==> config.mk <==
export PLATFORM = sky130hd
export DESIGN_NAME = eeprom_wr
export DESIGN_NICKNAME = d
export VERILOG_FILES = /design/src/eeprom_pkg.sv /design/src/eeprom_wr.sv
export SDC_FILE = /design/constraint.sdc
export NUM_CORES = 1
export LEC_CHECK = 0
export BUFFER_PORTS_ARGS = -buffer_cell sky130_fd_sc_hd__buf_2
export CAP_MARGIN = 20
export CELL_PAD_IN_SITES_DETAIL_PLACEMENT = 1
export CELL_PAD_IN_SITES_GLOBAL_PLACEMENT = 1
export CORE_ASPECT_RATIO = 0.7
export CORE_MARGIN = 2
export CORE_UTILIZATION = 43
export CTS_BUF_LIST = sky130_fd_sc_hd__clkbuf_2 sky130_fd_sc_hd__clkbuf_4 sky130_fd_sc_hd__clkbuf_8
export DETAILED_ROUTE_END_ITERATION = 8
export GPL_TIMING_DRIVEN = 0
export PLACE_DENSITY_LB_ADDON = 0.1
export SLEW_MARGIN = 40
export SYNTH_ARGS = -nofsm -noshare
export SYNTH_HDL_FRONTEND = slang
export SYNTH_SLANG_ARGS = --single-unit
==> constraint.sdc <==
create_clock -name CLK -period 2.85 [get_ports CLK]
set_input_delay 0.285 -clock CLK [delete_from_list [all_inputs] [get_ports CLK]]
set_output_delay 0.285 -clock CLK [all_outputs]
set_load 0.005 [all_outputs]
==> src/eeprom_pkg.sv <==
package eeprom_pkg;

    // device type code, top nibble of every control byte
    localparam logic [3:0] dev_code = 4'b1010;

    typedef enum logic {
        op_write,
        op_read
    } eeprom_op_t;

    typedef struct packed {
        logic [10:0] addr; // [10:8] page select, [7:0] word address
        logic [7:0]  data;
    } eeprom_req_t;

    // sda 0 pulls the line low, 1 releases it
    typedef struct packed {
        logic scl;
        logic sda;
    } i2c_bus_t;

    // controller sequencer, one-hot
    typedef enum logic [10:0] {
        idle        = 11'b000_0000_0001,
        ready       = 11'b000_0000_0010,
        write_start = 11'b000_0000_0100,
        ctrl_write  = 11'b000_0000_1000,
        addr_write  = 11'b000_0001_0000,
        data_write  = 11'b000_0010_0000,
        read_start  = 11'b000_0100_0000,
        ctrl_read   = 11'b000_1000_0000,
        data_read   = 11'b001_0000_0000,
        stop        = 11'b010_0000_0000,
        ackn        = 11'b100_0000_0000
    } main_state_t;

    typedef enum logic [2:0] {
        s_idle,
        s_ctrl,
        s_addr,
        s_data_in,
        s_data_out,
        s_ack,
        s_program
    } slave_state_t;

endpackage

==> src/eeprom_wr.sv <==
`timescale 1ns/1ns

module eeprom_wr import eeprom_pkg::*; (
    input  logic        CLK,
    input  logic        RESET,
    input  logic        wr,
    input  logic        rd,
    input  eeprom_req_t req,
    input  i2c_bus_t    bus,
    output i2c_bus_t    m_bus,
    output logic [7:0]  rd_data,
    output logic        ack,
    output logic        busy
);

    main_state_t state;
    eeprom_op_t  op;
    eeprom_req_t req_q;

    logic [7:0] sh;      // shared byte shifter, msb goes out first
    logic [3:0] bit_cnt;
    logic [1:0] step;    // sub-step of start and stop conditions
    logic       retry;   // control byte refused, poll again after stop

    logic [7:0] ctrl_wr;
    logic [7:0] ctrl_rd;
    logic [7:0] start_byte;
    logic [7:0] next_byte;

    assign ctrl_wr    = {dev_code, req_q.addr[10:8], 1'b0};
    assign ctrl_rd    = {dev_code, req_q.addr[10:8], 1'b1};
    assign start_byte = (state == read_start) ? ctrl_rd : ctrl_wr;
    assign next_byte  = (state == ctrl_write) ? req_q.addr[7:0] : req_q.data;

    always_ff @(posedge CLK) begin
        if (RESET) begin
            state   <= idle;
            op      <= op_write;
            m_bus   <= '{scl: 1'b1, sda: 1'b1};
            ack     <= 1'b0;
            busy    <= 1'b0;
            bit_cnt <= '0;
            step    <= '0;
            retry   <= 1'b0;
        end else begin
            case (state)
                idle: begin
                    ack <= 1'b0;
                    if (wr || rd) begin
                        op    <= wr ? op_write : op_read; // wr wins
                        req_q <= req;
                        busy  <= 1'b1;
                        state <= ready;
                    end
                end

                ready: begin
                    step  <= '0;
                    retry <= 1'b0;
                    state <= write_start;
                end

                // start or repeated start, works from scl low or an idle bus
                write_start, read_start: begin
                    step <= step + 2'd1;
                    case (step)
                        2'd0: m_bus.sda <= 1'b1;
                        2'd1: m_bus.scl <= 1'b1;
                        2'd2: m_bus.sda <= 1'b0; // sda falls, scl high
                        default: begin
                            m_bus.scl <= 1'b0;
                            m_bus.sda <= start_byte[7];
                            sh        <= {start_byte[6:0], 1'b0};
                            bit_cnt   <= 4'd1;
                            state     <= (state == read_start) ? ctrl_read : ctrl_write;
                        end
                    endcase
                end

                ctrl_write, addr_write, data_write, ctrl_read: begin
                    m_bus.scl <= ~m_bus.scl;
                    if (m_bus.scl) begin // end of high phase
                        bit_cnt <= bit_cnt + 4'd1;
                        if (bit_cnt < 4'd8) begin
                            m_bus.sda <= sh[7];
                            sh        <= {sh[6:0], 1'b0};
                        end else if (bit_cnt == 4'd8) begin
                            m_bus.sda <= 1'b1; // let the slave answer
                        end else begin
                            // ack slot, low sda means acknowledged
                            bit_cnt <= '0;
                            step    <= '0;
                            case (state)
                                ctrl_write: begin
                                    if (!bus.sda) begin
                                        m_bus.sda <= next_byte[7];
                                        sh        <= {next_byte[6:0], 1'b0};
                                        bit_cnt   <= 4'd1;
                                        state     <= addr_write;
                                    end else begin
                                        retry <= 1'b1; // still programming
                                        state <= stop;
                                    end
                                end
                                addr_write: begin
                                    if (bus.sda) begin
                                        state <= stop;
                                    end else if (op == op_write) begin
                                        m_bus.sda <= next_byte[7];
                                        sh        <= {next_byte[6:0], 1'b0};
                                        bit_cnt   <= 4'd1;
                                        state     <= data_write;
                                    end else begin
                                        state <= read_start;
                                    end
                                end
                                ctrl_read: begin
                                    state <= bus.sda ? stop : data_read;
                                end
                                default: state <= stop; // data_write done
                            endcase
                        end
                    end
                end

                // sda stays released, so the ninth bit is a nack
                data_read: begin
                    m_bus.scl <= ~m_bus.scl;
                    if (m_bus.scl) begin
                        bit_cnt <= bit_cnt + 4'd1;
                        if (bit_cnt < 4'd8) begin
                            sh <= {sh[6:0], bus.sda};
                        end else begin
                            rd_data <= sh;
                            bit_cnt <= '0;
                            step    <= '0;
                            state   <= stop;
                        end
                    end
                end

                stop: begin
                    step <= step + 2'd1;
                    case (step)
                        2'd0: m_bus.sda <= 1'b0;
                        2'd1: m_bus.scl <= 1'b1;
                        2'd2: m_bus.sda <= 1'b1; // sda rises, scl high
                        default: begin
                            if (retry) begin
                                retry <= 1'b0;
                                state <= write_start;
                            end else begin
                                state <= ackn;
                            end
                        end
                    endcase
                end

                ackn: begin
                    ack   <= 1'b1;
                    busy  <= 1'b0;
                    state <= idle;
                end

                default: state <= idle;
            endcase
        end
    end

endmodule

; Word-level counts from Yosys, hierarchy flattened
; Index checks and enable logic that the tools add are counted.
[op_classes]
addsub = 2
order_cmp = 1
n_eq_ne = 38
mux = 70
n_bitwise = 3
n_reduce_logical = 25
[op_table]
columns = operator, n
row1 = 11-bit two-way mux, 9
row2 = 8-bit two-way mux, 11
row3 = 11-bit one-hot mux with 6 select lines, 1
row4 = 11-bit one-hot mux with 3 select lines, 1
row5 = 10-bit two-way mux, 3
row6 = 2-bit != test (second input constant), 13
row7 = 4-bit two-way mux, 6
row8 = 8-bit one-hot mux with 3 select lines, 1
row9 = 5-bit != test (second input constant), 4
row10 = 1-bit two-way mux, 19
row11 = 4-bit != test (second input constant), 4
row12 = 8-bit one-hot mux with 2 select lines, 1
row13 = 8-bit AND reduction, 2
row14 = 1-bit one-hot mux with 2 select lines, 6
row15 = 1-bit one-hot mux with 3 select lines, 4
row16 = 4-bit one-hot mux with 3 select lines, 1
row17 = 3-bit nonzero test, 4
row18 = 11-bit by 1-bit == test with 1-bit output (second input constant), 1
row19 = 11-bit by 10-bit == test with 1-bit output (second input constant), 1
row20 = 11-bit == test (second input constant), 1
row21 = 11-bit by 2-bit == test with 1-bit output (second input constant), 1
row22 = 11-bit by 3-bit == test with 1-bit output (second input constant), 1
row23 = 11-bit by 4-bit == test with 1-bit output (second input constant), 1
row24 = 11-bit by 5-bit == test with 1-bit output (second input constant), 1
row25 = 31 further kinds, 42
[totals]
regBits = 58
out_inout_bits = 12

; Logic depth before layout (Yosys ltp)
[depth]
word_depth = 9
ltp_mapped = 9
mapped_depth_nobuf = 8

; Worst setup path after synthesis
; No wires, ideal clock.
[synth_timing]
path_type = reg2reg
startpoint = register state[0]
endpoint = register sh[0], enable pin
setup_ps = 386
arrival_ps = 2369
required_ps = 2464
path_slack_ps = 95
stages_incl_launch_ff = 8
n_path_buf = 1
synth_period_minus_slack_ps = 2755
path_cell_list = dfxtp_1 > buf_6 > or4_4 > nor3_2 > a21o_1 > a31o_2 > nand3_1 > a211oi_1
[synth_via]
elab_chain_cells = 4
word_cells_on_any_way = 20
cone_classes = eq/ne: 16 / reduce/logical: 4
[synth_rtl]
columns = item, line
row1 = "start, declared", eeprom_wr.sv:16  ; main_state_t state;
row2 = "start signal, assigned", eeprom_wr.sv:37  ; state <= idle;
row3 = "start signal, assigned", eeprom_wr.sv:53  ; state <= ready;
row4 = "start signal, assigned", eeprom_wr.sv:60  ; state <= write_start;
row5 = 11-bit by 4-bit == test with 1-bit output (tied with other cells), "eeprom_wr.sv:46, eeprom_wr.sv:93"
row6 = 4-bit OR reduction or 2-bit OR reduction (tied branches), eeprom_wr.sv:46  ; case (state)
row7 = 4-bit != test (no source line) (tied with other cells), --
row8 = 11-bit AND reduction (no source line) *, --
row9 = "end signal, assigned", eeprom_wr.sv:86  ; sh <= {sh[6:0], 1'b0};
row10 = "end signal, assigned", eeprom_wr.sv:97  ; sh <= {next_byte[6:0], 1'b0};
row11 = "end signal, assigned", eeprom_wr.sv:110  ; sh <= {next_byte[6:0], 1'b0};
row12 = "end, declared", eeprom_wr.sv:20  ; logic [7:0] sh;
; Every way passes the cells marked *; elsewhere a longest branch is shown, timed or not.
; A chain may end at the register's enable or synchronous reset.

; Final worst setup path
[layout_timing]
startpoint = register state[4]
endpoint = register state[9]
[layout_via]
elab_chain_cells = 6
word_cells_on_any_way = 26
cone_classes = eq/ne: 18 / mux: 5 / reduce/logical: 3
[layout_rtl]
columns = item, line
row1 = 11-bit by 8-bit == test with 1-bit output (tied with other cells), "eeprom_wr.sv:46, eeprom_wr.sv:93"
row2 = 11-bit one-hot mux with 3 select lines, eeprom_wr.sv:93  ; case (state)
row3 = 11-bit two-way mux, eeprom_wr.sv:87  ; end else if (bit_cnt == 4'd8) begin
row4 = 11-bit two-way mux, eeprom_wr.sv:84  ; if (bit_cnt < 4'd8) begin
row5 = 11-bit two-way mux, eeprom_wr.sv:82  ; if (m_bus.scl) begin
row6 = 11-bit one-hot mux with 6 select lines, eeprom_wr.sv:46
; Parallel ways exist; a longest one is shown, timed or not. The select of a mux whose other input is x is not followed.

==> flow_summary.yaml <==
run_status:
  status: "finished, final reports clean"
critical_path:
  cp_slowest_stage_delay_ns: 0.54
  r2r_start: "state[4]"
  cp-startpoint: "state[4]"
  path_delay_family: "simple AND/OR/NAND/NOR gates"
  arrival_ns: 2.91
  reg2reg_depth: 9
  required_ns: 3.04
  path_cells: "buf_6, or4_4, buf_6, nor4_4, nor2_2, o221a_4, buf_6, a32oi_1, nor2_1"
  critPathBufInv: 3
  path_class: "flip-flop to flip-flop"
  cp-end-kind: "flip-flop"
  critPathLaunchType: "flip-flop"
  cp_common_cell: "buf_6"
  r2r_setup_slack_ns: 0.13
  crit_path_max_fanout: 10
  critPathSlowestCell: "nor4_4"
  reg2reg_to: "state[9]"
global_routing:
  grt_start_max_net_pins: 20
  antenna_found_initial: 0
  grt.total_usage_pct: 22.29
  grt_pass1_vias: 2361
  grt_pass1_wl_mm: 12.86
  grt-ovfl-total: 0
sta:
  relSlewSlack_pct: 46.59
  worstMarginPinSlew_ns: 0.8012
  finClkSkew_ns: 0.01134
  timing.fmax_mhz: 367.5
  hold_viol: 0
  whs_ns: 0.1262
  period_minus_slack_ns: 2.721
  finalSetupViolCount: 0
  period_share_pct: 95.47
  final_max_slew_viol_count: 0
clock_network:
  cts_root_buffer: "clkbuf_8"
  clkLatencyLatePin_ns: 0.34
  hold_buffers: 0
  clk_pin_slew_worst_paths_ns: 0.07
  htree_levels: 3
  numCtsBuffers: 9
  cts_sinks: 58
  clk_path_buf_depth: 2
  cts_tree: "yes"
cells_and_area:
  fillers: 776
  multi_input_area_mm2: 0.001371
  final-seq-area_mm2: 0.001511
  nNetsFinal: 357
  layout-drive-gt1-share_pct: 27.27
  area_growth_pct: 18.14
  antenna_cells: 0
  final_common_cell: "buf_2"
  final_cell_mix: "buf_2 (37), edfxtp_1 (35), nor2_1 (28)"
placed_design:
  hpwlAfterDp_mm: 5.953
  gp_congestion: 0.9005
  portBuffers: 35
logic_synthesis:
  synth_edf_count: 35
  synth_area_mm2: 0.003000
  ys_types: 59
  synth.avg_cell_area_um2: 10.79
  synth_cells: 278
  async_reset_ff_share_pct: 0
  synth-main-ff-cell: "edfxtp_1"
  ys_seq_area_share_pct: 50.38
  synth.net_count: 310
  yosys_register_bits: 58
  yosys_warnings: 0
drt:
  route.detailed.drc: 0
  routed_wl_mm: 7.931
  viasPerCell: 5.580
  first_iter_violations: 170
  antenna_left: 0
  num_vias: 2366
  firstDrtPassIters: 4
  wl_per_cell_um: 18.71
floorplan:
  dieArea_mm2: 0.007673
  core_mm2: 0.006756
  die_w_um: 103.8
  fp-row-count: 25
  initial_core_util_pct: 44.41
  io-pin-count: 37
  chipHeight_um: 73.89
min_path:
  holdCritStartpoint: "req[7]"
  min_path_cells: 1
  min_to: "req_q[7]"
  hold_class: "input pin to flip-flop"
power:
  irDropWorstVdd_mv: 0.2892
  finalPower_w: 0.001959
  total_leakage_power_nw: 1.322
  powerDensity_mw_per_mm2: 552.6
flow_run:
  cap_violations: 0
-- synthesized netlist by cell type, types with 2 or more instances --
| library cell | n | area [um2] |
|---|---|---|
| nor4b_1 | 2 | 17.52 |
| and4_1 | 2 | 17.52 |
| dfxtp_1 | 23 | 460.4 |
| nand2_1 | 17 | 63.81 |
| buf_6 | 7 | 78.83 |
| or3b_2 | 2 | 17.52 |
| mux2i_1 | 13 | 130.1 |
| a31oi_1 | 3 | 18.77 |
| a211oi_1 | 4 | 30.03 |
| edfxtp_1 | 35 | 1051 |
| nor4_4 | 2 | 42.54 |
| a21o_2 | 2 | 17.52 |
| a22oi_1 | 2 | 15.01 |
| a221o_1 | 3 | 30.03 |
| a32o_1 | 2 | 20.02 |
| o21ai_0 | 13 | 65.06 |
| o211ai_1 | 2 | 15.01 |
| a21oi_1 | 12 | 60.06 |
| and2_1 | 3 | 18.77 |
| nand4_1 | 7 | 43.79 |
| o31ai_1 | 2 | 15.01 |
| clkbuf_1 | 5 | 18.77 |
| or4_1 | 2 | 15.01 |
| a2111oi_0 | 2 | 17.52 |
| a21o_1 | 4 | 30.03 |
| or4_4 | 3 | 33.78 |
| nand3_1 | 7 | 35.03 |
| nor4_1 | 4 | 25.02 |
| ha_1 | 7 | 87.58 |
| inv_1 | 9 | 33.78 |
| buf_4 | 2 | 15.01 |
| nand2b_1 | 4 | 25.02 |
| buf_2 | 2 | 10.01 |
| and3_1 | 2 | 12.51 |
| nand3b_1 | 2 | 15.01 |
| nor3_1 | 11 | 55.05 |
| nor2_1 | 29 | 108.9 |
| xor2_1 | 4 | 35.03 |
-- routing by layer --
layer  vias to the layer above  GRT usage (%)  part of all wire (%)
met4                         0          5.255                  0.71
met3                         5          6.389                   6.4
met1                      1152          32.89                    51
li1                       1137              -                     -
met5                         -              0                     0
met2                        72          32.31                    42
-- timing repair --
action	in CTS	in global routing
resized for setup	2	7
buffers inserted	0	1
setup endpoints to repair	27	28
pin swaps	0	2
hold endpoints to repair	0	0
-- through the flow --
stage / TNS [ns] / utilization, % / cells / setup WS (ns) / instance area, um2
after CTS: 0 / 52.06 / 423 / 0.05192 / 3517
after global placement: -8.964 / 48.74 / 407 / -0.3773 / 3293
after detailed placement: -0.4886 / 48.93 / 407 / -0.05411 / 3306
after global routing: -0.1657 / 52.46 / 424 / -0.02275 / 3545
final: 0 / 52.46 / 424 / 0.1290 / 3545
after floorplan: 0 / - / 278 / 0.09466 / 3000
-- kinds of logic (layout without fill, tap and decap cells) --
family | count (synthesis) | in the layout | share of synthesized area, %
simple gates | 109 | 109 | 21.14
compound gates | 59 | 59 | 14.01
flops | 58 | 58 | 50.38
buf+inv | 26 | 78 | 5.379
mux | 14 | 14 | 4.712
fa+ha+maj | 7 | 7 | 2.919
xor+xnor | 5 | 5 | 1.459
-- worst max-delay path by stage --
| stage | to | cells past startpoint |
|---|---|---|
| 4_1_cts | sh[5] | 7 |
| 6_report | state[9] | 9 |
| 5_1_grt | sh[5] | 7 |
| 3_3_place_gp | sh[7] | 7 |
| 3_5_place_dp | sh[4] | 7 |
| 2_1_floorplan | sh[0] | 7 |
-- state kept, by name, summed over array words and instances, names as in the netlist --
| register | flops |
|---|---|
| m_bus | 2 |
| ctrl_rd | 3 |
| bit_cnt | 4 |
| op | 1 |
| step | 2 |
| req_q | 16 |
| state | 11 |
| retry | 1 |
| ack | 1 |
| sh | 8 |
| rd_data | 8 |
| busy | 1 |
-- final cells by class --
cell class                 count  share of cell area (%)
inverter                       9                  0.9531
sequential                    58                   42.64
clock buffer                  11                   4.095
multi-input combinational    194                   38.69
timing repair buffer          36                   5.154
buffer                        17                   3.636
tap                           94                   3.318
clock inverter                 5                   1.518
-- report_power, final --
part / internal (W) / total [W] / switching (W)
Sequential: 0.000936 / 0.000952 / 0.0000157
Clock: 0.000433 / 0.000769 / 0.000336
Combinational: 0.0000959 / 0.000238 / 0.000142
Total: 0.00146 / 0.00196 / 0.000494
Power figures use the tool's default switching activity.
